--- config.mk ---
export PLATFORM = sky130hd
export DESIGN_NAME = bus_progress_ctrl
export DESIGN_NICKNAME = d
export VERILOG_FILES = /design/src/source/bus_progress_pkg.sv /design/src/source/bus_cycle_if.sv /design/src/source/bus_progress_ctrl.sv /design/src/source/ucode_progress.sv /design/src/source/bus_cycle_tracker.sv /design/src/source/access_launcher.sv
export SDC_FILE = /design/constraint.sdc
export NUM_CORES = 1
export LEC_CHECK = 0
export ABC_AREA = 0
export BUFFER_PORTS_ARGS = -buffer_cell sky130_fd_sc_hd__buf_2
export CAP_MARGIN = 30
export CORE_MARGIN = 1.5
export CORE_UTILIZATION = 30
export CTS_CLUSTER_DIAMETER = 150
export CTS_CLUSTER_SIZE = 20
export DETAILED_ROUTE_END_ITERATION = 10
export GPL_TIMING_DRIVEN = 0
export PLACE_DENSITY = 0.71
export SLEW_MARGIN = 20
export SYNTH_ARGS = -nofsm -noshare
export SYNTH_HDL_FRONTEND = slang
export SYNTH_SLANG_ARGS = --single-unit
--- constraint.sdc ---
create_clock -name clk -period 2.6 [get_ports clk]
set_input_delay 0 -clock clk [delete_from_list [all_inputs] [get_ports clk]]
set_output_delay 0 -clock clk [all_outputs]
set_load 0.02 [all_outputs]
--- src/source/bus_progress_pkg.sv ---
package bus_progress_pkg;

   // Bus geometry
   localparam int ADDR_W = 32;  // Byte address width
   localparam int LANES  = 4;   // Byte lanes per word

   // Address seen by the launcher, only the top nibble and low two bits matter
   typedef logic [ADDR_W-1:0] addr_t;

   // One bit per byte lane, bit 0 is the lowest address
   typedef logic [LANES-1:0] sel_t;

   // Access size field from the microcode word
   typedef logic [3:0] size_t;

   // Named size codes, anything else is a full word
   localparam size_t SIZE_HALF = 4'b0001;  // Halfword store
   localparam size_t SIZE_BYTE = 4'b0010;  // Byte store

   // Top address nibble of the control register space (0x2xxx_xxxx)
   localparam logic [3:0] REGION_CTRL = 4'b0010;

   // Lane state out of reset
   localparam sel_t SEL_RESET  = 4'b0000;  // No lanes selected
   localparam sel_t MASK_RESET = 4'b1111;  // Active low, all lanes masked

   // Region map in short
   //   1xxx  SRAM
   //   01xx  I/O devices
   //   0010  control registers, written through the internal memory
   //   others have no bus strobe

endpackage
--- src/source/bus_cycle_if.sv ---
`timescale 1ns/1ps

interface bus_cycle_if (
   input logic clk
);

   logic launch_io;    // One cycle pulse, start an I/O cycle
   logic launch_sram;  // One cycle pulse, start an SRAM cycle
   logic we;           // Bus write enable, registered
   logic stb_io;       // I/O strobe, held until acknowledged
   logic stb_sram;     // SRAM strobe, held until acknowledged
   logic q_ack;        // Qualified I/O or sysreg acknowledge

   // Address decode side, produces the launch pulses
   modport launcher (output launch_io, output launch_sram, output we);

   // Holds the strobes and filters the acknowledge
   modport tracker (input launch_io, input launch_sram,
                    output stb_io, output stb_sram, output q_ack);

   // Microcode side only looks at bus state
   modport progress (input clk, input stb_io, input stb_sram, input we, input q_ack);

endinterface

--- src/source/bus_progress_ctrl.sv ---
`timescale 1ns/1ps

module bus_progress_ctrl (
   input  logic                    clk,
   input  logic                    RST_I,
   input  logic                    core_running,
   input  bus_progress_pkg::addr_t addr,
   input  bus_progress_pkg::size_t size,
   input  logic                    latch_sel,
   input  logic                    launch,
   input  logic                    write_arm,
   input  logic                    write_clear,
   input  logic                    word_store,
   input  logic                    no_bus_error,
   input  logic                    ack_i,
   input  logic                    sysreg_ack,
   input  logic                    sram_ack,
   input  logic                    q_sample,
   input  logic                    q_read,
   input  logic                    shift_repeat,
   input  logic                    last_shift,
   input  logic                    shift_nonzero,
   output bus_progress_pkg::sel_t  sel_o,
   output bus_progress_pkg::sel_t  bmask,
   output logic                    iwe,
   output logic                    ctrlreg_we,
   output logic                    we_o,
   output logic                    stb_o,
   output logic                    sram_stb,
   output logic                    ena_q,
   output logic                    progress_ucode,
   output logic                    q_ack
);

   bus_cycle_if u_bus (
      .clk (clk)
   );

   // Address decode, byte lanes, write enables
   access_launcher u_access_launcher (
      .clk          (clk),
      .RST_I        (RST_I),
      .core_running (core_running),
      .addr         (addr),
      .size         (size),
      .latch_sel    (latch_sel),
      .launch       (launch),
      .write_arm    (write_arm),
      .write_clear  (write_clear),
      .word_store   (word_store),
      .no_bus_error (no_bus_error),
      .sel_o        (sel_o),
      .bmask        (bmask),
      .ctrlreg_we   (ctrlreg_we),
      .bus          (u_bus.launcher)
   );

   // Strobes held until acknowledged
   bus_cycle_tracker u_bus_cycle_tracker (
      .clk          (clk),
      .RST_I        (RST_I),
      .ack_i        (ack_i),
      .sysreg_ack   (sysreg_ack),
      .sram_ack     (sram_ack),
      .no_bus_error (no_bus_error),
      .bus          (u_bus.tracker)
   );

   // Sequencer stall and enables
   ucode_progress u_ucode_progress (
      .core_running   (core_running),
      .latch_sel      (latch_sel),
      .q_sample       (q_sample),
      .q_read         (q_read),
      .shift_repeat   (shift_repeat),
      .last_shift     (last_shift),
      .shift_nonzero  (shift_nonzero),
      .no_bus_error   (no_bus_error),
      .ena_q          (ena_q),
      .progress_ucode (progress_ucode),
      .iwe            (iwe),
      .bus            (u_bus.progress)
   );

   assign we_o     = u_bus.we;
   assign stb_o    = u_bus.stb_io;    // Wishbone strobe to I/O
   assign sram_stb = u_bus.stb_sram;
   assign q_ack    = u_bus.q_ack;

endmodule

--- src/source/ucode_progress.sv ---
`timescale 1ns/1ps

module ucode_progress (
   input  logic          core_running,   // Qualifies internal writes
   input  logic          latch_sel,      // Byte select setup cycle
   input  logic          q_sample,       // Q takes ALU result
   input  logic          q_read,         // Q takes read data
   input  logic          shift_repeat,   // Loop the shift until done
   input  logic          last_shift,
   input  logic          shift_nonzero,  // Low for a shift by 0
   input  logic          no_bus_error,
   output logic          ena_q,
   output logic          progress_ucode,
   output logic          iwe,
   bus_cycle_if.progress bus
);

   logic bus_busy;
   logic shift_done;

   assign bus_busy = bus.stb_io | bus.stb_sram;  // Cycle outstanding on either bus

   // Shift loop may stop: not repeating, last step, or nothing to shift
   assign shift_done = ~shift_repeat | last_shift | ~shift_nonzero;

   // Q waits for the acknowledge when reading
   assign ena_q = (q_sample | q_read) & ~last_shift & ~bus_busy;

   // Bus error must never freeze the sequencer
   assign progress_ucode = (shift_done & ~bus_busy) | ~no_bus_error;

   // Internal memory is written most cycles, except
   //   selector setup, a bus write, or a shift by 0
   assign iwe = core_running & shift_nonzero & ~latch_sel & ~bus.we;

   // An open strobe stalls the microcode unless a bus error forces it on
   a_stall_on_strobe: assert property (
      @(posedge bus.clk)
      (bus_busy && no_bus_error) |-> !progress_ucode
   ) else $error("microcode advanced with a strobe outstanding");

endmodule

--- src/source/bus_cycle_tracker.sv ---
`timescale 1ns/1ps

module bus_cycle_tracker (
   input  logic        clk,
   input  logic        RST_I,
   input  logic        ack_i,         // Acknowledge from I/O slave
   input  logic        sysreg_ack,    // Acknowledge from system registers
   input  logic        sram_ack,      // Acknowledge from SRAM
   input  logic        no_bus_error,
   bus_cycle_if.tracker bus
);

   logic stb_io_q;
   logic stb_sram_q;
   logic stb_io_nxt;
   logic stb_sram_nxt;
   logic clr_stb;
   logic ack_held;   // Slave seen holding its acknowledge
   logic held_nxt;
   logic q_ack_c;

   // Acknowledge qualifier.
   // A slave on a point to point link may keep its acknowledge asserted.
   // When that is seen with no strobe out, the acknowledge can't be trusted,
   // so the strobe itself stands in for it until the slave lets go.
   //
   //   state   sysreg ack stb  next   q_ack
   //   normal    0     1   0   held     0
   //   normal    0     1   1   normal   1
   //   held      0     0   1   normal   1
   //   held      0     1   1   held     1
   //   sysreg_ack always gives q_ack
   always_comb begin
      if (ack_held) begin
         q_ack_c = sysreg_ack | stb_io_q;  // Strobe lasts one cycle
      end else begin
         q_ack_c = sysreg_ack | (ack_i & stb_io_q);
      end
   end

   assign held_nxt = ack_i & (~stb_io_q | ack_held);  // Leave only when ack_i drops

   always_ff @(posedge clk) begin
      if (RST_I) begin
         ack_held <= 1'b0;
      end else begin
         ack_held <= held_nxt;
      end
   end

   // Strobes: set by a launch, kept until acknowledged.
   // A launch in the ack cycle keeps the strobe up.
   assign stb_io_nxt   = bus.launch_io   | (stb_io_q   & ~q_ack_c);
   assign stb_sram_nxt = bus.launch_sram | (stb_sram_q & ~sram_ack);

   assign clr_stb = RST_I | ~no_bus_error;  // Bus error aborts the cycle

   always_ff @(posedge clk) begin
      if (clr_stb) begin
         stb_io_q   <= 1'b0;
         stb_sram_q <= 1'b0;
      end else begin
         stb_io_q   <= stb_io_nxt;
         stb_sram_q <= stb_sram_nxt;
      end
   end

   assign bus.stb_io   = stb_io_q;
   assign bus.stb_sram = stb_sram_q;
   assign bus.q_ack    = q_ack_c;

   // Only one bus cycle in flight at a time
   a_one_strobe: assert property (
      @(posedge clk) disable iff (RST_I)
      !(stb_io_q && stb_sram_q)
   ) else $error("I/O and SRAM strobes high together");

   // Strobes come only from the launcher
   a_io_rise: assert property (
      @(posedge clk) disable iff (RST_I)
      $rose(stb_io_q) |-> $past(bus.launch_io)
   ) else $error("stb_io rose without launch_io");

   a_sram_rise: assert property (
      @(posedge clk) disable iff (RST_I)
      $rose(stb_sram_q) |-> $past(bus.launch_sram)
   ) else $error("stb_sram rose without launch_sram");

endmodule

--- src/source/access_launcher.sv ---
`timescale 1ns/1ps

module access_launcher (
   input  logic                    clk,
   input  logic                    RST_I,
   input  logic                    core_running,  // Low while core is held
   input  bus_progress_pkg::addr_t addr,          // Effective address
   input  bus_progress_pkg::size_t size,          // Access size from microcode
   input  logic                    latch_sel,     // Latch byte selects
   input  logic                    launch,        // Possibly start a bus cycle
   input  logic                    write_arm,     // Possibly set write enables
   input  logic                    write_clear,   // Drop write enables
   input  logic                    word_store,    // SW must be word aligned
   input  logic                    no_bus_error,
   output bus_progress_pkg::sel_t  sel_o,
   output bus_progress_pkg::sel_t  bmask,         // Active low copy of sel_o
   output logic                    ctrlreg_we,
   bus_cycle_if.launcher           bus
);

   logic                   misaligned;
   logic                   region_ctrl;
   logic                   clr_we;
   bus_progress_pkg::sel_t sel_nxt;
   bus_progress_pkg::sel_t sel_q;
   bus_progress_pkg::sel_t bmask_q;
   logic                   we_q;
   logic                   ctrlreg_we_q;

   // A word store to an unaligned address gets no strobe and no write enable.
   // Halfwords are checked earlier in the microcode, so no such case here.
   assign misaligned = ~core_running | (word_store & (addr[1] | addr[0]));

   assign region_ctrl =
      (addr[bus_progress_pkg::ADDR_W-1 -: 4] == bus_progress_pkg::REGION_CTRL);

   // I/O is 01xx, SRAM is 1xxx
   assign bus.launch_io   = launch & ~addr[31] & addr[30] & ~misaligned;
   assign bus.launch_sram = launch &  addr[31]            & ~misaligned;

   // Lane decode from size and low address bits
   always_comb begin
      sel_nxt = 4'b1111;  // Word access by default
      case (size)
         bus_progress_pkg::SIZE_HALF: begin
            case (addr[1:0])
               2'b00:   sel_nxt = 4'b0011;
               2'b10:   sel_nxt = 4'b1100;
               default: sel_nxt = 4'b1111;  // Odd halfword, treated as word
            endcase
         end
         bus_progress_pkg::SIZE_BYTE: begin
            sel_nxt = 4'b0001 << addr[1:0];  // One hot lane
         end
         default: sel_nxt = 4'b1111;
      endcase
   end

   // Byte selects and mask move together
   always_ff @(posedge clk) begin
      if (RST_I) begin
         sel_q   <= bus_progress_pkg::SEL_RESET;
         bmask_q <= bus_progress_pkg::MASK_RESET;
      end else if (latch_sel) begin
         sel_q   <= sel_nxt;
         bmask_q <= ~sel_nxt;  // Internal memory wants active low
      end
   end

   assign clr_we = write_clear | RST_I | ~no_bus_error;  // Clear beats load

   always_ff @(posedge clk) begin
      if (clr_we) begin
         we_q         <= 1'b0;
         ctrlreg_we_q <= 1'b0;
      end else if (write_arm & no_bus_error) begin
         we_q         <= (addr[31] | addr[30]) & ~misaligned;  // SRAM or I/O
         ctrlreg_we_q <= region_ctrl & ~misaligned;
      end
   end

   assign sel_o      = sel_q;
   assign bmask      = bmask_q;
   assign bus.we     = we_q;
   assign ctrlreg_we = ctrlreg_we_q;

   // Mask register must never drift from the select register
   a_bmask_inverse: assert property (
      @(posedge clk) disable iff (RST_I)
      bmask == ~sel_o
   ) else $error("bmask is not the complement of sel_o");

endmodule

Word-level counts from Yosys, hierarchy flattened
Cells that the tools add are included.
{"block": "word_totals", "word_cells": 65, "ff_bits": 13, "input_bits": 53}
{"block": "op_classes", "muxes": 3, "n_eq_ne": 4, "shift": 1, "reduce_logical": 1, "n_bitwise": 49}
{"op": "1-bit bitwise AND", "n": 19}
{"op": "1-bit OR", "n": 16}
{"op": "4-bit one-hot mux with 2 select lines", "n": 2}
{"op": "1-bit inverter", "n": 13}
{"op": "4-bit by 2-bit == test with 1-bit output (second input constant)", "n": 2}
{"op": "4-bit by 1-bit == test with 1-bit output (second input constant)", "n": 1}
{"op": "4-bit inverter", "n": 1}
{"op": "1-bit by 2-bit << shifter with 4-bit output (first input constant)", "n": 1}
{"op": "2-bit == test (second input constant)", "n": 1}
{"op": "2-bit zero test", "n": 1}
{"op": "1-bit two-way mux", "n": 1}

Logic depth before layout (Yosys ltp)
Gate-level depths: netlist (run 1).
{"block": "depth", "depth_word": 6, "ltp_mapped": 4, "depth_no_buf": 3}

By module
A second synthesis (run 1) with hierarchy kept.
{"block": "hier_totals", "hier_cells": 72, "area_unflattened_um2": 655.6}
{"mod": "access_launcher", "cells_each": 52, "area_each_um2": 488.0, "n_inst": 1}
{"mod": "bus_cycle_tracker", "cells_each": 14, "area_each_um2": 127.6, "n_inst": 1}
{"mod": "ucode_progress", "cells_each": 6, "area_each_um2": 40.0, "n_inst": 1}

Worst setup path after synthesis (run 1)
Ideal clock, no wire load.
{"block": "synth_path", "kind": "register to output", "start": "register u_bus_cycle_tracker.stb_io_q (netlist: u_bus_cycle_tracker.bus.stb_io)", "end": "output ena_q", "path_stages_with_launch": 2, "path_slack_ns": 1.465, "arrival_ns": 1.135, "required_ns": 2.600, "n_path_buf": 0, "cell_sequence": "dfxtp_1 > nor4_1"}
{"block": "synth_via", "elab_chain_cells": 3}
{"item": "start, declared", "line_no": "bus_cycle_tracker.sv:13", "rtl": "logic stb_io_q;"}
{"item": "start signal, assigned", "line_no": "bus_cycle_tracker.sv:63", "rtl": "stb_io_q <= stb_io_nxt;"}
{"item": "1-bit OR", "line_no": "ucode_progress.sv:21", "rtl": "assign bus_busy = bus.stb_io | bus.stb_sram;"}
{"item": "1-bit inverter", "line_no": "ucode_progress.sv:27", "rtl": "assign ena_q = (q_sample | q_read) & ~last_shift & ~bus_busy;"}
{"item": "1-bit bitwise AND", "line_no": "ucode_progress.sv:27"}
{"item": "end, declared", "line_no": "bus_progress_ctrl.sv:30", "rtl": "output logic ena_q,"}
Every way passes these cells.

Final worst setup path (run 1)
{"block": "layout_path", "start": "register u_bus_cycle_tracker.stb_io_q (netlist: u_bus_cycle_tracker.bus.stb_io)", "end": "register u_bus_cycle_tracker.ack_held"}
{"block": "layout_via", "elab_chain_cells": 3}
{"item": "1-bit inverter", "line_no": "bus_cycle_tracker.sv:41", "rtl": "assign held_nxt = ack_i & (~stb_io_q | ack_held);"}
{"item": "1-bit OR", "line_no": "bus_cycle_tracker.sv:41"}
{"item": "1-bit bitwise AND", "line_no": "bus_cycle_tracker.sv:41"}
{"item": "end signal, assigned", "line_no": "bus_cycle_tracker.sv:47", "rtl": "ack_held <= held_nxt;"}
{"item": "end, declared", "line_no": "bus_cycle_tracker.sv:18", "rtl": "logic ack_held;"}
Every way passes these cells.
A chain may end at the register's enable or synchronous reset.

==> summary.md, run 1 <==
| Metric | Value |
|---|---|
| Clk pwr share | 0.282 |
| Via count | 728 |
| Largest cells by area after synthesis | dfxtp_1 (40%), nand2b_1 (3.9%), o221a_2 (3.5%) |
| Final setup viols | 0 |
| Wirelength, routed | approximately 1600 um |
| Lkg Pwr | 0.000449 uW |
| Worst Path Arrival | between 1 and 1.5 ns |
| Antenna viol nets, final | 0 |
| Placed inst area | 891 sq um |
| CTS Sinks | 13 |
| Post-synth top area cell | dfxtp_1 |
| Clock Skew | between 0.00015 and 0.0002 ns |
| PwrDens | roughly 450 nW/um^2 |
| Asr flop ratio synth | 0 |
| Max-slew violation count | 0 |
| Pint | 313 uW |
| Port bufs | 42 |
| Fin worst setup slack | around 1.3 ns |
| Final min period | ~1.3 ns |
| TritonRoute pass-1 iters | 4 |
| # DRC | 0 |
| Clk slew on worst S/H paths | roughly 0.090 ns |
| Hold crit path type | primary input to flop |
| Cell row count | 16 |
| I/O pins | 69 |
| Simple-gate share of the synthesized area | 0.354 |
| Seq pwr share | 0.497 |
| Die area | between 2000 and 2500 sq um |
| GRT overflow | 0 |
| Ys flop type | dfxtp_1 |
| Synth warn | 0 |
| Syn nets | ~120 |
| Cell area after layout | roughly 960 sq um |
| Switch share | 0.280 |
| Largest delay contributor family on the critical path | buffers and inverters |
| Setup crit end kind | flop |
| DR vias/cell | 4.95 |
| Post-place setup slack | between 1.5 and 2 ns |
| Die Ht | approximately 49 um |
| P&R area growth vs syn | 48.2% |
| Initial core utilization | 0.323 |
| All-Layer GR Usage | 0.133 |
| Critical path class | flop to flop |
| Core Area | about 2000 sq um |
| Total negative setup slack | 0 ns |
| First-pass GRT wire length | 2590 um |
| Clock Tree Buf Depth | 2 |
| Fmax | just under 0.8 GHz |
| Compound-gate portion of the synthesized area | 0.209 |
| Slowest stage cell, crit path | dlygate4sd3_1 |
| Critical Path Fanout Max | 6 |
| Distinct cells, synth | 33 |
| Buf/Inv on CP | 1 |
| Max-cap violations | 0 |
| Layout Nets | ~170 |
| NetSw | 122 uW |
| Initial antenna violation count | 0 |
| Slowest stage delay, CP | between 0.5 and 0.6 ns |
| Critical Path, Cell by Cell | nor2b_1 -> nor3b_1 -> dlygate4sd3_1 |
| Hold Fails Final Rpt | 0 |
| Inserted Clock Buffers | 3 |
| Synth Register Bits | 13 |
| CP Data Required Time | 2.77 ns |
| Worst Tran Pin Value | 0.475 ns |
| Mapped cell area | about 650 sq um |
| Hpwl dp | approximately 1300 um |
| Synth Area in Adders | 0 |
| Post-cts resize count | 0 |
| Max VDD drop | 266 uV |
| H-Tree Depth | 1 |
| Fin crit share | 0.488 |
| Ant diodes | 0 |
| Multiplexer area fraction after synthesis | 0 |
| Largest net degree at the start of global routing | 11 |
| Slew margin rel. | 0.680 |
| EDFF count, synth | 0 |
| Detailed Route Iter0 Violations | 11 |
| Root buffer cell | clkbuf_4 |
| Largest family of logic cells by synthesized area | simple AND/OR/NAND/NOR gates |
| Status | finished clean |
| Avg Cell Area, Syn | 9.24 sq um |
| RSZ-0062 raised after global routing | false |
| Wire length per cell | approximately 11 um |
| Die width | 49.4 um |
| Skew-Pair Late Insertion Delay | about 0.27 ns |
| Layout cells sized above 1 | 0.442 |
| Clock tree from TritonCTS | done |
| Mapped Cells | 70 |
| Vias in the first global route | between 600 and 700 |
| Combinational share of power | 0.221 |
| XOR/XNOR share of the synthesized area | 0 |
| Post-synth top area share | 0.402 |
| RD Place Congestion | ~0.74 |
| CP Launch Type | flop |
| Seq/Total Area, Yosys | 0.402 |
==> Yosys cell counts, types with 2 or more instances <==
cell type / count
dfxtp_1: 13
a21oi_1: 4
nand2_1: 4
nand2b_1: 4
inv_1: 3
nor2_1: 3
o21ai_0: 3
a31oi_1: 2
nand4_1: 2
nor2b_1: 2
nor3_1: 2
nor3b_1: 2
nor4_1: 2
nor4b_1: 2
o221a_2: 2
o221ai_1: 2
or3b_1: 2
==> through the flow <==
stage / total power [uW] / util / std cells / hold WS [ns]
3_5_place_dp: 312 / 0.445 / 139 / 0.256
4_1_cts: 441 / 0.479 / 147 / 0.000752
3_3_place_gp: 311 / 0.445 / 139 / 0.253
2_1_floorplan: 268 / - / 70 / 0.0761
5_1_grt: 463 / 0.479 / 147 / 0.00441
6_report: 434 / 0.479 / 147 / 0.00527
==> power groups by stage <==
stage	Combinational, uW	Sequential (uW)	Clock, uW
final	96.0	216	122
after CTS	96.7	216	129
after global placement	90.8	220	0
after floorplan	35.1	233	0
after detailed placement	91.8	220	0
after global routing	106	217	141
==> worst paths after layout <==
kind / startpoint / to / slack, ns / cells after the start
setup / recovery: u_bus_cycle_tracker.bus.stb_io / u_bus_cycle_tracker.ack_held / 1.33 / 3
hold / removal: launch / u_bus_cycle_tracker.bus.stb_sram / 0.005 / 3
setup reg to reg: u_bus_cycle_tracker.bus.stb_io / u_bus_cycle_tracker.ack_held / 1.33 / 3
hold reg to reg: u_access_launcher.ctrlreg_we / u_access_launcher.ctrlreg_we / 0.45 / 2
==> layer usage <==
layer | up-vias | wire length [um] | track usage
met1 | 325 | 703 | 0.149
met4 | 0 | 7 | 0.0324
li1 | 370 | - | -
met5 | - | 0 | 0
met2 | 31 | 735 | 0.248
met3 | 2 | 130 | 0.0337
==> logic make-up (layout without fill, tap and decap cells) <==
logic type,Yosys count,count (layout)
buffers and inverters,4,54
flip-flops,13,13
AO/OA/AOI/OAI,18,18
AND/OR/NAND/NOR,35,35
==> registers in the layout, summed over array words and instances (netlist names) <==
signal and cells:
u_access_launcher.bmask 4, u_access_launcher.ctrlreg_we 1, u_bus_cycle_tracker.bus.stb_io 1, u_access_launcher.sel_o 4
u_bus_cycle_tracker.bus.stb_sram 1, u_bus_cycle_tracker.ack_held 1, u_access_launcher.bus.we 1
==> repair_timing <==
item	CTS	global route
endpoints found under the hold margin	6	0
setup buffers	0	0
endpoints found under the setup margin	0	0
hold buffers	4	0
==> layout by cell type (no fill, tap or decap), types with 2 or more instances in the layout <==
cell type	netlist	layout
buf_2	0	42
dfxtp_1	13	13
nand2b_1	4	4
nand2_1	4	4
a21oi_1	4	4
dlygate4sd3_1	0	4
o21ai_0	3	3
nor2_1	3	3
inv_1	3	3
clkbuf_4	0	3
nor3_1	2	2
nor4_1	2	2
or3b_1	2	2
nand4_1	2	2
nor4b_1	2	2
nor2b_1	2	2
nor3b_1	2	2
a31oi_1	2	2
o221ai_1	2	2
o221a_2	2	2
==> worst min-delay path, stage by stage <==
cell,delay (ns)
buf_2,0.10
nand4_1,0.08
a21oi_1,0.06
==> final cells by class <==
| cell class | count | area [sq um] |
|---|---|---|
| plain buffers | 1 | 11.3 |
| clock buffers | 3 | 22.5 |
| clock inverters | 1 | 5.00 |
| fillers | 213 | 1040 |
| inverters | 3 | 11.3 |
| multi-input cells | 53 | 364 |
| flip-flops and latches | 13 | 260 |
| well taps | 27 | 33.8 |
| repair buffers | 46 | 250 |
Power figures use the tool's default switching activity.
==> run 2: changes to the inputs <==
--- a/config.mk
+++ b/config.mk
@@ -5,7 +5,7 @@
 export SDC_FILE = /design/constraint.sdc
 export NUM_CORES = 1
 export LEC_CHECK = 0
-export ABC_AREA = 0
+export ABC_AREA = 1
 export BUFFER_PORTS_ARGS = -buffer_cell sky130_fd_sc_hd__buf_2
 export CAP_MARGIN = 30
 export CORE_MARGIN = 1.5
@@ -14,7 +14,7 @@
 export CTS_CLUSTER_SIZE = 20
 export DETAILED_ROUTE_END_ITERATION = 10
 export GPL_TIMING_DRIVEN = 0
-export PLACE_DENSITY = 0.71
+export PLACE_DENSITY = 0.69
 export SLEW_MARGIN = 20
 export SYNTH_ARGS = -nofsm -noshare
 export SYNTH_HDL_FRONTEND = slang
==> constraint.sdc (replaced) <==
create_clock -name clk -period 1.3 [get_ports clk]
set_input_delay 0 -clock clk [delete_from_list [all_inputs] [get_ports clk]]
set_output_delay 0 -clock clk [all_outputs]
set_load 0.02 [all_outputs]
==> summary.md, run 2 <==
| Metric | Value |
|---|---|
| Seq/Total Area, Yosys | 0.371 |
| P&R area growth vs syn | 50.9% |
| Cell row count | 17 |
| CP Data Required Time | 1.52 ns |
| Die area | 2630 sq um |
| Final min period | around 1.2 ns |
| Max-cap violations | 0 |
| Mapped Cells | ~100 |
| TritonRoute pass-1 iters | 4 |
| Die width | 51.3 um |
| Status | finished clean |
| Layout cells sized above 1 | 0.368 |
| Total negative setup slack | 0 ns |
| Core Area | 2210 sq um |
| Wirelength, routed | approximately 1800 um |
| Die Ht | ~51 um |
| GR peak layer | met2 |
| CP Launch Type | primary input |
| Distinct cells, synth | 20 |
| Max VDD drop | 462 uV |
| Met1 Use GR | 0.143 |
| Worst Tran Pin Value | around 0.22 ns |
| Placed inst area | approximately 940 sq um |
| Syn nets | between 150 and 200 |
| DR vias/cell | 4.74 |
| Clock Tree Buf Depth | 2 |
| Port bufs | between 40 and 50 |
| Hpwl dp | about 1400 um |
| RD Place Congestion | between 0.7 and 0.8 |
| Post-synth top area cell | dfxtp_1 |
| Largest net degree at the start of global routing | 11 |
| Inserted Clock Buffers | 3 |
| Root buffer cell | clkbuf_4 |
| Most frequent cells in the layout | buf_2 (41), nand2_1 (20), nand3_1 (15) |
| Fin crit share | 0.937 |
| R2R cell count | 3 |
| Initial antenna violation count | 0 |
| Via count | approximately 870 |
| Synth Register Bits | 13 |
| Reg-to-reg critical path endpoint | u_bus_cycle_tracker.bus.stb_io |
| Ys flop type | dfxtp_1 |
| Avg Cell Area, Syn | 6.94 sq um |
| Multi-input logic area | 373 sq um |
| Slew margin rel. | 0.854 |
| FF-to-FF Start | u_bus_cycle_tracker.bus.stb_io |
| Mapped cell area | roughly 700 sq um |
| Critical Path Fanout Max | 1 |
| Layout Nets | about 210 |
| Hold EP | u_bus_cycle_tracker.bus.stb_sram |
| FF+latch area | between 200 and 300 sq um |
| Largest cells by area after synthesis | dfxtp_1 (37%), nand2_1 (11%), nand3_1 (11%) |
| Antenna viol nets, final | 0 |
| Wire length per cell | ~10 um |
| # DRC | 0 |
| Cell area after layout | approximately 1100 sq um |
| Synth top cells by count | nand2_1 (20), nand3_1 (15), dfxtp_1 (13), inv_1 (13) |
| Setup crit end kind | flop |
| Vias in the first global route | about 810 |
| RSZ-0062 raised after global routing | false |
| Detailed Route Iter0 Violations | 11 |
| Hold crit path type | primary input to flop |
| I/O pins | 69 |
| Clock Skew | between 0.00015 and 0.0002 ns |
| Worst Path Arrival | roughly 1.4 ns |
| PwrDens | 861 nW/um^2 |
| Met3 usage | 0.0409 |
| Asr flop ratio synth | 0 |
| EDFF count, synth | 0 |
| Met2 Use GR | 0.292 |
| Initial core utilization | 0.317 |
| H-Tree Depth | 1 |
| All-Layer GR Usage | 0.149 |
| Ant diodes | 0 |
| CTS Sinks | 13 |
| Most common library cell in the layout ignoring fill and taps | buf_2 |
| Clk slew on worst S/H paths | about 0.08 ns |
| Worst Hold Depth | 3 |
| Clock tree from TritonCTS | done |
| Skew-Pair Late Insertion Delay | about 0.27 ns |
| GRT overflow | 0 |
| First-pass GRT wire length | a little under 3000 um |
| Critical path class | primary input to flop |
| Reg2reg setup slack | approximately 0.47 ns |
| Setup Fix Bufs, Post-CTS | 0 |
| Count leader, synth | nand2_1 |
| Fmax | 0.821 GHz |
| Final setup viols | 0 |
| Post-synth top area share | 0.371 |
| Hold path start | addr[31] |
| Fillers | roughly 220 |
| Max-slew violation count | 0 |
| Hold Fails Final Rpt | 0 |
| Synth warn | 0 |
| Lkg Pwr | around 0.00054 uW |
[run 2: cells by family after synthesis]
group / Yosys count / synth area share
AO/OA/AOI/OAI: 14 / 0.114
buffers and inverters: 16 / 0.0964
flip-flops: 13 / 0.371
AND/OR/NAND/NOR: 58 / 0.418
[run 2: how the worst max path moves through the flow]
stage	startpoint	to	slack, ns	cells past startpoint
5_1_grt	addr[28]	u_access_launcher.ctrlreg_we	0.02	6
3_5_place_dp	size[3]	u_access_launcher.sel_o[3]	0.39	7
4_1_cts	addr[28]	u_access_launcher.ctrlreg_we	0.09	6
6_report	addr[28]	u_access_launcher.ctrlreg_we	0.08	6
3_3_place_gp	size[3]	u_access_launcher.sel_o[3]	0.43	7
2_1_floorplan	u_bus_cycle_tracker.bus.stb_io	ena_q	0.16	1
[run 2: worst max-delay path: stages]
cell,delay [ns]
dlygate4sd3_1,0.53
buf_2,0.12
inv_1,0.04
nand4_1,0.07
dlygate4sd3_1,0.57
a21oi_1,0.12
[run 2: metrics by stage]
stage                     setup WS (ns)  power [uW]  cells  hold slack [ns]  utilization
after global placement            0.426         641    170            0.218        0.425
after CTS                        0.0857         924    183          0.00756        0.478
after detailed placement          0.393         646    170            0.223        0.425
after floorplan                   0.157         558    101           0.0624            -
final                            0.0813         910    183           0.0176        0.478
after global routing             0.0183         963    183           0.0149        0.478
[run 2: final cells by class]
| class | count | area share |
|---|---|---|
| Clock buffer | 4 | 0.0249 |
| Sequential cell | 13 | 0.246 |
| Multi-Input combinational cell | 72 | 0.353 |
| Tap cell | 28 | 0.0331 |
| Buffer | 1 | 0.0107 |
| Timing Repair Buffer | 50 | 0.279 |
| Inverter | 15 | 0.0533 |
[run 2: what timing repair did]
action,in CTS,in global routing
endpoints found under the hold margin,11,0
hold buffers,9,0
gates resized for setup,0,0
[run 2: routing by layer]
metal | routed length, um | share of wire | vias up
met5 | 0 | 0 | -
met4 | 18 | 0.0098 | 0
met3 | 148 | 0.080 | 3
met2 | 909 | 0.49 | 39
met1 | 766 | 0.42 | 385
li1 | - | - | 441
[run 2: power breakdown]
| part | internal [uW] | switching (uW) | total, uW |
|---|---|---|---|
| logic | 97.1 | 127 | 224 |
| clock network | 119 | 135 | 254 |
| registers | 421 | 11.3 | 432 |
==> run 3: changes to the inputs <==
==> constraint.sdc (replaced) <==
create_clock -name clk -period 1.3 [get_ports clk]
set_input_delay 0.065 -clock clk [delete_from_list [all_inputs] [get_ports clk]]
set_output_delay 0.065 -clock clk [all_outputs]
set_load 0.02 [all_outputs]
==> summary.md, run 3 (synthesized netlist as in run 2, its figures left out) <==
| Metric | Value |
|---|---|
| Post-Place Cells | 170 |
| Setup Fix Bufs, Post-CTS | 0 |
| R2R cell count | 3 |
| Reg2reg setup slack | approximately 0.47 ns |
| NetSw | 267 uW |
| Pint | slightly above 600 uW |
| Max-cap violations | 0 |
| Max-slew violation count | 0 |
| Worst Hold Depth | 3 |
| Critical Path, Cell by Cell | nor4_1 -> buf_2 |
| Die area | 2630 sq um |
| Initial core utilization | 0.317 |
| Initial antenna violation count | 0 |
| Fmax | around 0.85 GHz |
| Non-Filler Instances | between 150 and 200 |
| TritonRoute pass-1 iters | 4 |
| Largest delay contributor family on the critical path | flip-flops |
| Slowest stage cell, crit path | dfxtp_1 |
| Most frequent cells in the layout | buf_2 (41), nand2_1 (20), nand3_1 (15) |
| Post-cts resize count | 0 |
| Slew margin rel. | 0.860 |
| Skew-Pair Late Insertion Delay | 0.27 ns |
| GR peak layer | met2 |
| Clock tree from TritonCTS | done |
| Combinational share of power | 0.232 |
| I/O pins | 69 |
| Via count | between 800 and 900 |
| Critical path class | flop to primary output |
| Layout cells sized above 1 | 0.388 |
| FF-to-FF Start | u_bus_cycle_tracker.bus.stb_io |
| Buf/Inv on CP | 1 |
| RSZ-0062 raised after global routing | false |
| All-Layer GR Usage | 0.141 |
| Final min period | approximately 1.2 ns |
| Hold Fails Final Rpt | 0 |
| Clock Skew | between 0.00015 and 0.0002 ns |
| Die Ht | around 50 um |
| # DRC | 0 |
| Clock Tree Buf Depth | 2 |
| Clk pwr share | 0.283 |
| CTS Sinks | 13 |
| Worst Tran Pin Value | approximately 0.21 ns |
| Hold path start | ack_i |
| Detailed Route Iter0 Violations | 12 |
| Met2 Use GR | 0.258 |
| Hold EP | u_bus_cycle_tracker.ack_held |
| RD Place Congestion | 0.743 |
| Status | finished clean |
| Antenna viol nets, final | 0 |
| GRT overflow | 0 |
| Lkg Pwr | ~0.00051 uW |
| Core Area | roughly 2200 sq um |
| Cell row count | 17 |
| First-pass GRT wire length | around 2800 um |
| Met1 Use GR | 0.150 |
| Hpwl dp | ~1400 um |
| Max VDD drop | about 430 uV |
| Inserted Clock Buffers | 3 |
| Layout Nets | 201 |
| Reg-to-reg critical path endpoint | u_bus_cycle_tracker.bus.stb_io |
| Most common library cell in the layout ignoring fill and taps | buf_2 |
| CP Data Required Time | between 1 and 1.5 ns |
| Slowest stage delay, CP | around 0.36 ns |
| Hold WS | roughly 0.024 ns |
| P&R area growth vs syn | 39.5% |
| Switch share | 0.300 |
| Hold crit path type | primary input to flop |
| Final Util | 0.442 |
| H-Tree Depth | 1 |
| Vias in the first global route | approximately 770 |
| Setup crit end kind | primary output |
| Ant diodes | 0 |
| Largest net degree at the start of global routing | 11 |
| Met3 usage | 0.0380 |
| Wire length per cell | between 9 and 10 um |
| Fin crit share | 0.909 |
| Critical Path Fanout Max | 6 |
| Cell depth of the worst setup path | 2 |
| Wirelength, routed | about 1700 um |
| Port bufs | 41 |
| Final setup viols | 0 |
| Worst Path Arrival | about 1.1 ns |
| Total negative setup slack | 0 ns |
| Die width | ~50 um |
| CP Launch Type | flop |
| PwrDens | 910 nW/um^2 |
| Clk slew on worst S/H paths | around 0.070 ns |
| DR vias/cell | between 4 and 5 |
| Root buffer cell | clkbuf_4 |
| Seq pwr share | 0.486 |
## run 3: cell types whose count changed in the layout (fill, tap and decap cells not counted), sizes merged
cell         delta
dlygate4sd3     -8
## run 3: worst max path at each step
stage                            endpoint  slack (ns)                           start
3_5_place_dp   u_access_launcher.sel_o[3]        0.33                         size[3]
5_1_grt                             ena_q        0.04  u_bus_cycle_tracker.bus.stb_io
6_report                            ena_q        0.12  u_bus_cycle_tracker.bus.stb_io
2_1_floorplan                       ena_q        0.09  u_bus_cycle_tracker.bus.stb_io
3_3_place_gp   u_access_launcher.sel_o[3]        0.36                         size[3]
4_1_cts                             ena_q         0.1  u_bus_cycle_tracker.bus.stb_io
## run 3: worst min-delay path, cell delays in order
cell	delay, ns
buf_2	0.10
nand2_1	0.05
a21oi_1	0.04
## run 3: through the flow
stage	power (uW)	setup slack [ns]	cell area [sq um]
3_3_place_gp	641	0.361	941
5_1_grt	944	0.0442	977
4_1_cts	908	0.0971	977
3_5_place_dp	646	0.328	941
2_1_floorplan	558	0.0916	701
6_report	889	0.119	977
## run 3: what timing repair did
| action | CTS | global route |
|---|---|---|
| hold buffers | 1 | 0 |
| endpoints found under the setup margin | 0 | 0 |
| hold endpoints to repair | 3 | 0 |
## run 3: cell type report
type	count	area (sq um)
fillers	231	1230
multi-input cells	72	373
flip-flops and latches	13	260
repair buffers	42	215
inverters	15	56.3
well taps	28	35.0
clock buffers	4	26.3
plain buffers	1	11.3
## run 3: power by group through the flow
stage                     Combinational (uW)  Clock (uW)  Sequential, uW
final                                    206         251             432
after global routing                     229         281             435
after CTS                                208         267             432
after detailed placement                 205           0             442
after global placement                   201           0             441
after floorplan                         91.8           0             467
## run 3: routing by layer
metal  vias up  part of all wire
met2        38              0.47
met1       366              0.43
met3         4             0.088
li1        424                 -
met4         0             0.012
met5         -                 0
